**src/common/bus_defs.svh**
```systemverilog
// widths, target count and address map shared by the bus fabric
// include wherever a bus width or map constant is needed
`ifndef BUS_DEFS_SVH
`define BUS_DEFS_SVH

//////////////////////////////////////////////////
// bus widths
//////////////////////////////////////////////////
`define BUS_AW 16
`define BUS_DW 32
`define BUS_IW 4

//////////////////////////////////////////////////
// address map
//////////////////////////////////////////////////
// four targets, decode vectors carry one extra none-selected bit
`define BUS_NT 4
// bits 15:12 pick the target
`define BUS_SEL_MASK 16'hF000
// target k sits at k times this stride
`define BUS_TGT_STRIDE 16'h1000
// per-direction access masks, target 3 is read only
`define BUS_WR_ALLOWED 4'b0111
`define BUS_RD_ALLOWED 4'b1111

//////////////////////////////////////////////////
// target memories
//////////////////////////////////////////////////
// words per target, indexed by address bits 5:2
`define BUS_MEM_WORDS 16
// rom word i reads back as this value plus i
`define BUS_ROM_BASE_WORD 32'hC0DE0000

`endif

```
**src/common/bus_pkg.sv**
```systemverilog
// types shared by the router, the targets and the top level
// import inside a module body, or use scoped names in port lists

package bus_pkg;

    // response codes returned on both response channels
    // slverr is reserved, nothing in the fabric produces it
    typedef enum logic [1:0] {
        RESP_OKAY   = 2'b00,
        RESP_SLVERR = 2'b10,
        RESP_DECERR = 2'b11
    } resp_e;

    // operation carried from the router to a target
    typedef enum logic {
        OP_READ  = 1'b0,
        OP_WRITE = 1'b1
    } op_e;

    // router FSM
    // idle takes a request, wait holds for target done, resp holds the reply
    typedef enum logic [1:0] {
        RT_IDLE = 2'b00,
        RT_WAIT = 2'b01,
        RT_RESP = 2'b10
    } rt_state_e;

endpackage

```
**src/addr_decode/addr_decode.sv**
```systemverilog
// registered address decoder with a valid/stall handshake
// one instance per request channel; ACCESS_ALLOWED masks out targets
// that this channel may not reach, which then decode as none-selected
`timescale 1ns/1ps
`include "bus_defs.svh"

module addr_decode #(
    parameter logic [`BUS_NT-1:0] ACCESS_ALLOWED = '1
) (
    input  logic                clock,
    input  logic                reset,
    // upstream request
    input  logic                i_valid,
    output logic                o_stall,
    input  logic [`BUS_AW-1:0]  i_addr,
    input  logic [`BUS_IW-1:0]  i_id,
    input  logic [`BUS_DW-1:0]  i_data,
    // decoded request toward the router
    output logic                o_valid,
    input  logic                i_stall,
    output logic [`BUS_NT:0]    o_decode,
    output logic [`BUS_AW-1:0]  o_addr,
    output logic [`BUS_IW-1:0]  o_id,
    output logic [`BUS_DW-1:0]  o_data
);

    // per-target match, already gated by the access mask
    logic [`BUS_NT-1:0] match;
    // one-hot request, top bit set when no permitted target matched
    logic [`BUS_NT:0]   request;
    // base address of the target under test in the loop
    logic [`BUS_AW-1:0] base;
    // request moves into the output register this cycle
    logic               accept;

    //////////////////////////////////////////////////
    // address compare
    //////////////////////////////////////////////////

    always_comb begin
        base = '0;
        for (int k = 0; k < `BUS_NT; k++) begin
            base = `BUS_AW'(k) * `BUS_TGT_STRIDE;
            // only the select bits take part in the compare
            match[k] = (((i_addr ^ base) & `BUS_SEL_MASK) == '0) && ACCESS_ALLOWED[k];
        end
        // nothing is requested at all when the input is idle
        request[`BUS_NT-1:0] = i_valid ? match : '0;
        // unmapped or disallowed, router answers with a decode error
        request[`BUS_NT] = i_valid && (match == '0);
    end

    //////////////////////////////////////////////////
    // output register
    //////////////////////////////////////////////////

    // held item blocks upstream only while the router stalls it
    // so a new item can enter on the same edge the old one leaves
    assign o_stall = o_valid && i_stall;
    assign accept  = i_valid && !o_stall;

    always_ff @(posedge clock) begin
        if (!reset) begin
            o_valid <= 1'b0;
        end else if (!o_stall) begin
            o_valid <= i_valid;
        end
    end

    // decode bits drop to zero whenever the register empties
    always_ff @(posedge clock) begin
        if (!reset) begin
            o_decode <= '0;
        end else if (!o_stall) begin
            o_decode <= request;
        end
    end

    // payload only changes when a new request is taken
    always_ff @(posedge clock) begin
        if (accept) begin
            o_addr <= i_addr;
            o_id   <= i_id;
            // write data rides along here, the read side ties it low
            o_data <= i_data;
        end
    end

endmodule

```
**src/bus_router/bus_router.sv**
```systemverilog
// single-outstanding router between the two decoders and the targets
// alternates read/write priority, issues one request, returns the reply
// on the matching response channel; unmapped requests get a decode error
`timescale 1ns/1ps
`include "bus_defs.svh"

module bus_router (
    input  logic                               clock,
    input  logic                               reset,
    // decoded write requests
    input  logic                               i_wr_valid,
    output logic                               o_wr_stall,
    input  logic [`BUS_NT:0]                   i_wr_decode,
    input  logic [`BUS_AW-1:0]                 i_wr_addr,
    input  logic [`BUS_IW-1:0]                 i_wr_id,
    input  logic [`BUS_DW-1:0]                 i_wr_data,
    // decoded read requests
    input  logic                               i_rd_valid,
    output logic                               o_rd_stall,
    input  logic [`BUS_NT:0]                   i_rd_decode,
    input  logic [`BUS_AW-1:0]                 i_rd_addr,
    input  logic [`BUS_IW-1:0]                 i_rd_id,
    // target side
    output logic [`BUS_NT-1:0]                 o_tgt_valid,
    output bus_pkg::op_e                       o_tgt_op,
    output logic [`BUS_AW-1:0]                 o_tgt_addr,
    output logic [`BUS_DW-1:0]                 o_tgt_wdata,
    output logic [`BUS_IW-1:0]                 o_tgt_id,
    input  logic [`BUS_NT-1:0]                 i_tgt_done,
    input  logic [`BUS_NT-1:0][`BUS_DW-1:0]    i_tgt_rdata,
    input  logic [`BUS_NT-1:0][`BUS_IW-1:0]    i_tgt_rid,
    // write response
    output logic                               o_bresp_valid,
    input  logic                               i_bresp_stall,
    output logic [`BUS_IW-1:0]                 o_bresp_id,
    output bus_pkg::resp_e                     o_bresp_code,
    // read response
    output logic                               o_rresp_valid,
    input  logic                               i_rresp_stall,
    output logic [`BUS_IW-1:0]                 o_rresp_id,
    output bus_pkg::resp_e                     o_rresp_code,
    output logic [`BUS_DW-1:0]                 o_rresp_data
);
    import bus_pkg::*;

    rt_state_e          state;
    // 1 when the previous grant went to the write channel
    logic               last_wr;
    // 1 while the transaction in service came from the write channel
    logic               cur_wr;
    logic               grant_wr;
    logic               grant_rd;
    logic               take;
    logic               resp_accept;
    logic [`BUS_NT:0]   sel_decode;
    // reply being built or held
    logic [`BUS_IW-1:0] resp_id;
    resp_e              resp_code;
    logic [`BUS_DW-1:0] resp_data;
    // reply picked from whichever target finished
    logic [`BUS_DW-1:0] done_data;
    logic [`BUS_IW-1:0] done_id;

    //////////////////////////////////////////////////
    // arbitration and issue
    //////////////////////////////////////////////////

    // on a tie the channel not served last wins
    assign grant_wr = i_wr_valid && (!i_rd_valid || !last_wr);
    assign grant_rd = i_rd_valid && !grant_wr;
    assign take     = (state == RT_IDLE) && (grant_wr || grant_rd);

    // decoders hold their item unless it is taken this cycle
    assign o_wr_stall = !((state == RT_IDLE) && grant_wr);
    assign o_rd_stall = !((state == RT_IDLE) && grant_rd);

    assign sel_decode = grant_wr ? i_wr_decode : i_rd_decode;

    // one-cycle pulse to the decoded target, never to none-selected
    assign o_tgt_valid = take ? sel_decode[`BUS_NT-1:0] : '0;
    assign o_tgt_op    = grant_wr ? OP_WRITE : OP_READ;
    assign o_tgt_addr  = grant_wr ? i_wr_addr : i_rd_addr;
    assign o_tgt_wdata = grant_wr ? i_wr_data : '0;
    assign o_tgt_id    = grant_wr ? i_wr_id : i_rd_id;

    // only one target can be busy, so at most one done bit is set
    always_comb begin
        done_data = '0;
        done_id   = '0;
        for (int k = 0; k < `BUS_NT; k++) begin
            if (i_tgt_done[k]) begin
                done_data = i_tgt_rdata[k];
                done_id   = i_tgt_rid[k];
            end
        end
    end

    //////////////////////////////////////////////////
    // FSM
    //////////////////////////////////////////////////

    assign resp_accept = cur_wr ? !i_bresp_stall : !i_rresp_stall;

    always_ff @(posedge clock) begin
        if (!reset) begin
            state   <= RT_IDLE;
            last_wr <= 1'b0;
            cur_wr  <= 1'b0;
        end else begin
            case (state)
                RT_IDLE: begin
                    if (take) begin
                        last_wr <= grant_wr;
                        cur_wr  <= grant_wr;
                        // unmapped requests skip the target entirely
                        state   <= sel_decode[`BUS_NT] ? RT_RESP : RT_WAIT;
                    end
                end
                RT_WAIT: begin
                    if (|i_tgt_done) begin
                        state <= RT_RESP;
                    end
                end
                RT_RESP: begin
                    if (resp_accept) begin
                        state <= RT_IDLE;
                    end
                end
                default: state <= RT_IDLE;
            endcase
        end
    end

    // reply fields, seeded on take and filled in by the target
    always_ff @(posedge clock) begin
        if (take) begin
            resp_id   <= o_tgt_id;
            resp_code <= sel_decode[`BUS_NT] ? RESP_DECERR : RESP_OKAY;
            resp_data <= '0;
        end else if ((state == RT_WAIT) && |i_tgt_done) begin
            resp_id   <= done_id;
            resp_data <= done_data;
        end
    end

    //////////////////////////////////////////////////
    // response channels
    //////////////////////////////////////////////////

    assign o_bresp_valid = (state == RT_RESP) && cur_wr;
    assign o_bresp_id    = resp_id;
    assign o_bresp_code  = resp_code;
    assign o_rresp_valid = (state == RT_RESP) && !cur_wr;
    assign o_rresp_id    = resp_id;
    assign o_rresp_code  = resp_code;
    assign o_rresp_data  = resp_data;

endmodule

```
**src/mem_target.sv**
```systemverilog
// word-addressed memory target with a fixed reply latency
// RAM clears at reset; with IS_ROM set it loads the rom pattern and ignores writes
`timescale 1ns/1ps
`include "bus_defs.svh"

module mem_target #(
    parameter int LATENCY = 1,
    parameter bit IS_ROM  = 1'b0
) (
    input  logic               clock,
    input  logic               reset,
    input  logic               i_valid,
    input  bus_pkg::op_e       i_op,
    input  logic [`BUS_AW-1:0] i_addr,
    input  logic [`BUS_DW-1:0] i_wdata,
    input  logic [`BUS_IW-1:0] i_id,
    output logic               o_done,
    output logic [`BUS_DW-1:0] o_rdata,
    output logic [`BUS_IW-1:0] o_id
);
    import bus_pkg::*;

    localparam int IDX_W = $clog2(`BUS_MEM_WORDS);

    logic [`BUS_DW-1:0] mem [`BUS_MEM_WORDS];
    // word index from address bits 5:2
    logic [IDX_W-1:0]   idx;
    // reply pipeline, stage LATENCY-1 drives the outputs
    logic [LATENCY-1:0] done_sr;
    logic [`BUS_DW-1:0] data_sr [LATENCY];
    logic [`BUS_IW-1:0] id_sr [LATENCY];

    assign idx = i_addr[IDX_W+1:2];

    //////////////////////////////////////////////////
    // storage
    //////////////////////////////////////////////////

    always_ff @(posedge clock) begin
        if (!reset) begin
            for (int i = 0; i < `BUS_MEM_WORDS; i++) begin
                mem[i] <= IS_ROM ? `BUS_ROM_BASE_WORD + `BUS_DW'(i) : '0;
            end
        end else if (i_valid && (i_op == OP_WRITE) && !IS_ROM) begin
            mem[idx] <= i_wdata;
        end
    end

    //////////////////////////////////////////////////
    // reply delay line
    //////////////////////////////////////////////////

    always_ff @(posedge clock) begin
        if (!reset) begin
            done_sr <= '0;
        end else begin
            done_sr[0] <= i_valid;
            for (int s = 1; s < LATENCY; s++) begin
                done_sr[s] <= done_sr[s-1];
            end
        end
    end

    // writes answer with zero data
    always_ff @(posedge clock) begin
        data_sr[0] <= (i_op == OP_READ) ? mem[idx] : '0;
        id_sr[0]   <= i_id;
        for (int s = 1; s < LATENCY; s++) begin
            data_sr[s] <= data_sr[s-1];
            id_sr[s]   <= id_sr[s-1];
        end
    end

    assign o_done  = done_sr[LATENCY-1];
    assign o_rdata = data_sr[LATENCY-1];
    assign o_id    = id_sr[LATENCY-1];

endmodule

```
**src/bus_fabric_top.sv**
```systemverilog
// top level of the bus fabric
// write and read decoders feed the router, which drives four memory targets
`timescale 1ns/1ps
`include "bus_defs.svh"

module bus_fabric_top (
    input  logic               clock,
    input  logic               reset,
    // write request
    input  logic               i_wr_valid,
    output logic               o_wr_stall,
    input  logic [`BUS_AW-1:0] i_wr_addr,
    input  logic [`BUS_IW-1:0] i_wr_id,
    input  logic [`BUS_DW-1:0] i_wr_data,
    // read request
    input  logic               i_rd_valid,
    output logic               o_rd_stall,
    input  logic [`BUS_AW-1:0] i_rd_addr,
    input  logic [`BUS_IW-1:0] i_rd_id,
    // write response
    output logic               o_bresp_valid,
    input  logic               i_bresp_stall,
    output logic [`BUS_IW-1:0] o_bresp_id,
    output bus_pkg::resp_e     o_bresp_code,
    // read response
    output logic               o_rresp_valid,
    input  logic               i_rresp_stall,
    output logic [`BUS_IW-1:0] o_rresp_id,
    output bus_pkg::resp_e     o_rresp_code,
    output logic [`BUS_DW-1:0] o_rresp_data
);
    import bus_pkg::*;

    // decoded write channel
    logic                            wr_valid, wr_stall;
    logic [`BUS_NT:0]                wr_decode;
    logic [`BUS_AW-1:0]              wr_addr;
    logic [`BUS_IW-1:0]              wr_id;
    logic [`BUS_DW-1:0]              wr_data;
    // decoded read channel
    logic                            rd_valid, rd_stall;
    logic [`BUS_NT:0]                rd_decode;
    logic [`BUS_AW-1:0]              rd_addr;
    logic [`BUS_IW-1:0]              rd_id;
    // shared target bus
    logic [`BUS_NT-1:0]              tgt_valid, tgt_done;
    op_e                             tgt_op;
    logic [`BUS_AW-1:0]              tgt_addr;
    logic [`BUS_DW-1:0]              tgt_wdata;
    logic [`BUS_IW-1:0]              tgt_id;
    logic [`BUS_NT-1:0][`BUS_DW-1:0] tgt_rdata;
    logic [`BUS_NT-1:0][`BUS_IW-1:0] tgt_rid;

    //////////////////////////////////////////////////
    // decoders
    //////////////////////////////////////////////////

    // write data is carried as decoder payload
    addr_decode #(.ACCESS_ALLOWED(`BUS_WR_ALLOWED)) u_wr_decode (
        .clock, .reset,
        .i_valid(i_wr_valid), .o_stall(o_wr_stall), .i_addr(i_wr_addr),
        .i_id(i_wr_id), .i_data(i_wr_data),
        .o_valid(wr_valid), .i_stall(wr_stall), .o_decode(wr_decode),
        .o_addr(wr_addr), .o_id(wr_id), .o_data(wr_data)
    );

    // reads carry no data
    addr_decode #(.ACCESS_ALLOWED(`BUS_RD_ALLOWED)) u_rd_decode (
        .clock, .reset,
        .i_valid(i_rd_valid), .o_stall(o_rd_stall), .i_addr(i_rd_addr),
        .i_id(i_rd_id), .i_data('0),
        .o_valid(rd_valid), .i_stall(rd_stall), .o_decode(rd_decode),
        .o_addr(rd_addr), .o_id(rd_id), .o_data()
    );

    //////////////////////////////////////////////////
    // router
    //////////////////////////////////////////////////

    bus_router u_router (
        .clock, .reset,
        .i_wr_valid(wr_valid), .o_wr_stall(wr_stall), .i_wr_decode(wr_decode),
        .i_wr_addr(wr_addr), .i_wr_id(wr_id), .i_wr_data(wr_data),
        .i_rd_valid(rd_valid), .o_rd_stall(rd_stall), .i_rd_decode(rd_decode),
        .i_rd_addr(rd_addr), .i_rd_id(rd_id),
        .o_tgt_valid(tgt_valid), .o_tgt_op(tgt_op), .o_tgt_addr(tgt_addr),
        .o_tgt_wdata(tgt_wdata), .o_tgt_id(tgt_id),
        .i_tgt_done(tgt_done), .i_tgt_rdata(tgt_rdata), .i_tgt_rid(tgt_rid),
        .o_bresp_valid, .i_bresp_stall, .o_bresp_id, .o_bresp_code,
        .o_rresp_valid, .i_rresp_stall, .o_rresp_id, .o_rresp_code, .o_rresp_data
    );

    //////////////////////////////////////////////////
    // targets, latency 1 to 4, the last one is rom
    //////////////////////////////////////////////////

    mem_target #(.LATENCY(1), .IS_ROM(1'b0)) u_tgt0 (
        .clock, .reset, .i_valid(tgt_valid[0]), .i_op(tgt_op), .i_addr(tgt_addr),
        .i_wdata(tgt_wdata), .i_id(tgt_id),
        .o_done(tgt_done[0]), .o_rdata(tgt_rdata[0]), .o_id(tgt_rid[0])
    );

    mem_target #(.LATENCY(2), .IS_ROM(1'b0)) u_tgt1 (
        .clock, .reset, .i_valid(tgt_valid[1]), .i_op(tgt_op), .i_addr(tgt_addr),
        .i_wdata(tgt_wdata), .i_id(tgt_id),
        .o_done(tgt_done[1]), .o_rdata(tgt_rdata[1]), .o_id(tgt_rid[1])
    );

    mem_target #(.LATENCY(3), .IS_ROM(1'b0)) u_tgt2 (
        .clock, .reset, .i_valid(tgt_valid[2]), .i_op(tgt_op), .i_addr(tgt_addr),
        .i_wdata(tgt_wdata), .i_id(tgt_id),
        .o_done(tgt_done[2]), .o_rdata(tgt_rdata[2]), .o_id(tgt_rid[2])
    );

    mem_target #(.LATENCY(4), .IS_ROM(1'b1)) u_tgt3 (
        .clock, .reset, .i_valid(tgt_valid[3]), .i_op(tgt_op), .i_addr(tgt_addr),
        .i_wdata(tgt_wdata), .i_id(tgt_id),
        .o_done(tgt_done[3]), .o_rdata(tgt_rdata[3]), .o_id(tgt_rid[3])
    );

endmodule

```
**config.mk**
```make
export PLATFORM = sky130hd
export DESIGN_NAME = bus_fabric_top
export DESIGN_NICKNAME = d
export VERILOG_FILES = /design/src/common/bus_pkg.sv /design/src/addr_decode/addr_decode.sv /design/src/bus_router/bus_router.sv /design/src/mem_target.sv /design/src/bus_fabric_top.sv
export VERILOG_INCLUDE_DIRS = /design/src /design/src/common
export SDC_FILE = /design/constraint.sdc
export NUM_CORES = 2
export LEC_CHECK = 0
export BUFFER_PORTS_ARGS = -buffer_cell sky130_fd_sc_hd__buf_2
export CORE_MARGIN = 8
export CORE_UTILIZATION = 40
export CTS_CLUSTER_SIZE = 20
export DETAILED_ROUTE_END_ITERATION = 8
export GPL_TIMING_DRIVEN = 0
export PLACE_DENSITY = 0.55
export RECOVER_POWER = 100
export SLEW_MARGIN = 40
export SYNTH_ARGS = -nofsm -noshare
export SYNTH_HDL_FRONTEND = slang
export SYNTH_SLANG_ARGS = --single-unit
```
**constraint.sdc**
```tcl
create_clock -name clock -period 10.1 [get_ports clock]
set_input_delay 2.525 -clock clock [delete_from_list [all_inputs] [get_ports clock]]
set_output_delay 2.525 -clock clock [all_outputs]
set_load 0.1 [all_outputs]
```
==> results.toml <==
[run_status]
status = "complete, but fails checks"
failed_checks = "capacitance limit, slew limit"

[clock_tree]
cts_htree_levels = 4
cts.clk_slew.worst_paths_ns = 0.06
cts_setup_buffers = 0
cts_buffer_depth = 3
cts_hold_buf = 0
cts_root_buf = "clkbuf_16"
cts-resized-gates = 0
insertion_delay_ns = 0.90
cts_tree = "yes"
cts.sinks = 1873
cts_inserted_buffers = 208

[run]
maxCapViolations = 64

[hold_path]
hold_class = "reg -> reg"
min_path_cells = 0
hp-start = "u_tgt1.data_sr[0][8]$_SDFF_PN0_"
hold_path_end = "u_tgt1.data_sr[0][40]$_DFF_P_"

[yosys]
synth.ff_latch_count = 1873
yosysSeqAreaShare_pct = 61.1
ys.flop_type = "edfxtp_1"
syn-num-nets = 7623
synth_area_leaders = "edfxtp_1 (55%), and2_1 (11%), dfxtp_1 (6.5%)"
syn_area_um2 = 87400
syn_area_per_cell_um2 = 11.6
synth.top_cell.area_share_pct = 54.6
synth_area_leader_cell = "edfxtp_1"
synth_edf_count = 1589
syn_inst = 7545
ys_warn_count = 0
synth_cell_type_count = 49
async_reset_ff_share_pct = 0

[timing]
setup_tns_ns = 0
finalCriticalPeriod_ns = 8.49
timing.final.crit_share_pct = 84.0
max_freq_ghz = 0.118
slew_viol_final = 747
timing.final.hold_violations = 0
skew_ns = 0.0538
rsz0062_at_grt = "false"
relSlewSlack_pct = -78.8
tightestPinTransition_ns = 2.66
finalSetupViolations = 0
holdWs_ns = 0.309

[placement]
dp_hpwl_um = 266000
gp_congestion = 0.965
dp.cells = 10600
port_buffers = 109

[die]
die_area_um2 = 234000
fp.dieW_um = 483
die_height_um = 483
start_util_pct = 40.2
core_um2 = 217000
ioPinCount = 126
num_rows = 171

[setup_path]
required_ns = 10.55
end_kind = "flip-flop"
crit_type = "reg -> reg"
cp_max_fo = 31
regToRegStartpoint = "u_router.last_wr$_SDFFE_PN0P_"
slowest_delay_ns = 2.15
crit_slowest_cell = "nor3_1"
cp_data_arrival_time_ns = 8.93
reg2regPathDepth = 9
path_buf_inv = 4
reg2reg_to = "u_tgt0.mem[4][28]$_SDFFCE_PN0P_"
crit_family = "buffers and inverters"
crit_path_cell_trace = "a21boi_0 > clkinvlp_2 > clkbuf_1 > nor3b_1 > a31oi_1 > clkbuf_1 > nor3_1 > nand2b_1 > clkbuf_1"
r2r_setup_slack_ns = 1.61
path_common_cell = "clkbuf_1"
cp-start-kind = "flip-flop"

[global_routing]
grt_usage_pct = 29.1
grt_pass1_wl_um = 482000
grt_max_degree = 33
grt_overflow_total = 0
antenna_found_initial = 58
grt_pass1_vias = 61500

[power]
leakage_nw = 34.7
power_mw = 18.9
powerDensity_nw_per_um2 = 190
vdd_drop_max_mv = 0.199

[routing]
wire_per_inst_um = 32.3
drt-initial-drc-count = 8692
ant_nets = 0
viasPerCell = 5.85
totalWireLength_um = 356000
dr.pass1.iters = 6
drc = 0
via_count = 64400

[cells_and_area]
final_cells = 11000
post-route-util_pct = 45.7
areaGrowthSynthToFinish_pct = 13.5
fill_cells = 19900
nNetsFinal = 8037
drive_above_1_share_pct = 7.01
synthesized netlist by cell type (all sizes together) (20+ instances only):
library cell,instances
and2,1547
clkbuf,639
a31oi,97
nand2b,596
nor2,64
edfxtp,1589
dfxtp,284
a21oi,689
o22a,96
a221o,96
buf,112
o21ai,54
nor3,27
a22oi,24
o2111a,96
a22o,20
nor2b,26
mux2i,389
o211ai,288
nand2,742
per-layer routing:
layer / wire [µm] / vias to the layer above / part of all wire (%) / GRT usage, %
met5: 123 / - / 0.035 / 0.571
met4: 25600 / 18 / 7.2 / 16.8
met3: 38700 / 840 / 11 / 7.22
met2: 152000 / 3855 / 43 / 43.9
met1: 139000 / 32100 / 39 / 38.1
li1: - / 27600 / - / -
power breakdown:
| part | internal (mW) | leakage, nW | switching, mW | total, mW |
|---|---|---|---|---|
| Clock | 4.37 | 3.37 | 3.29 | 7.66 |
| Sequential | 8.77 | 18.7 | 0.219 | 8.98 |
| Combinational | 0.530 | 12.6 | 1.69 | 2.22 |
| Total | 13.7 | 34.7 | 5.20 | 18.9 |
cell type report:
| class | count | area [µm²] | share of cell area (%) |
|---|---|---|---|
| Sequential cell | 1873 | 53400 | 53.9 |
| Multi-Input combinational cell | 4912 | 30900 | 31.1 |
| Clock buffer | 313 | 6190 | 6.24 |
| Tap cell | 2854 | 3570 | 3.60 |
| Buffer | 751 | 3120 | 3.15 |
| Timing Repair Buffer | 204 | 1220 | 1.23 |
| Clock inverter | 78 | 682 | 0.688 |
| Antenna cell | 26 | 65.1 | 0.0656 |
| Inverter | 9 | 35.0 | 0.0353 |
cell usage in the layout (no fill, tap or decap), types with 5 or more instances in the layout:
cell type | Yosys | final
edfxtp_1 | 1589 | 1589
clkbuf_1 | 633 | 747
nand2b_1 | 596 | 596
and2_0 | 0 | 734
a211oi_1 | 5 | 5
o21ai_0 | 54 | 52
buf_1 | 11 | 11
a221oi_1 | 16 | 16
a21oi_1 | 689 | 689
nor2b_1 | 19 | 26
o211ai_1 | 288 | 288
clkinv_2 | 0 | 24
bufinv_16 | 0 | 5
o22a_1 | 96 | 96
diode_2 | 0 | 26
a31oi_1 | 97 | 97
clkbuf_2 | 6 | 79
inv_1 | 8 | 8
a22oi_1 | 24 | 24
a22o_1 | 20 | 20
buf_2 | 77 | 125
clkbuf_4 | 0 | 8
clkinv_1 | 0 | 28
a221o_1 | 96 | 96
clkbuf_16 | 0 | 222
buf_4 | 22 | 24
nand2_1 | 741 | 741
buf_16 | 0 | 9
o22ai_1 | 8 | 8
clkbuf_8 | 0 | 29
mux2i_1 | 385 | 388
nor2_1 | 64 | 64
dfxtp_1 | 284 | 284
nor3_1 | 18 | 27
buf_8 | 0 | 8
o2111a_1 | 96 | 96
and2_1 | 1547 | 813
registers in the layout, indices dropped and copies added (netlist names), 20 cells and up:
signal	flops
u_router.o_rresp_data	32
u_tgt0.data_sr	32
u_tgt0.mem	512
u_tgt1.data_sr	64
u_tgt1.mem	512
u_tgt2.data_sr	96
u_tgt2.mem	512
u_tgt3.data_sr	20
u_wr_decode.o_data	32
stage by stage:
step           cell area [µm²]  worst slack (ns)
2_1_floorplan            87400              4.00
3_3_place_gp             91500             0.251
3_5_place_dp             94100              4.56
4_1_cts                 101000              4.28
5_1_grt                  99100              2.08
6_report                 99200              1.61
cells by family after synthesis:
kind of cell	count (synthesis)	synth area share [%]
buf+inv	760	3.50
compound gates	1495	11.4
flops	1873	61.1
mux	393	4.55
simple gates	3024	19.4
worst max path at each step:
stage	start	end	slack (ns)	cells past startpoint
2_1_floorplan	reset	u_tgt2.mem[5][0]$_SDFFCE_PN0P_	4.00	4
3_3_place_gp	reset	u_tgt1.mem[12][30]$_SDFFCE_PN0P_	0.25	5
3_5_place_dp	reset	u_tgt1.mem[11][15]$_SDFFCE_PN0P_	4.56	7
4_1_cts	u_router.state[1]$_SDFFE_PN0P_	o_wr_stall	4.28	5
5_1_grt	u_router.last_wr$_SDFFE_PN0P_	u_tgt2.mem[12][12]$_SDFFCE_PN0P_	2.08	8
6_report	u_router.last_wr$_SDFFE_PN0P_	u_tgt0.mem[4][28]$_SDFFCE_PN0P_	1.61	9
worst reg2reg max path, cell delays in order, from the launching register on:
cell and delay, ns:
dfxtp_1 0.42, a21boi_0 1.22, clkinvlp_2 0.74, clkbuf_1 0.50
nor3b_1 0.33, a31oi_1 0.20, clkbuf_1 0.49, nor3_1 2.15
nand2b_1 0.30, clkbuf_1 1.65
Power figures use the tool's default switching activity.
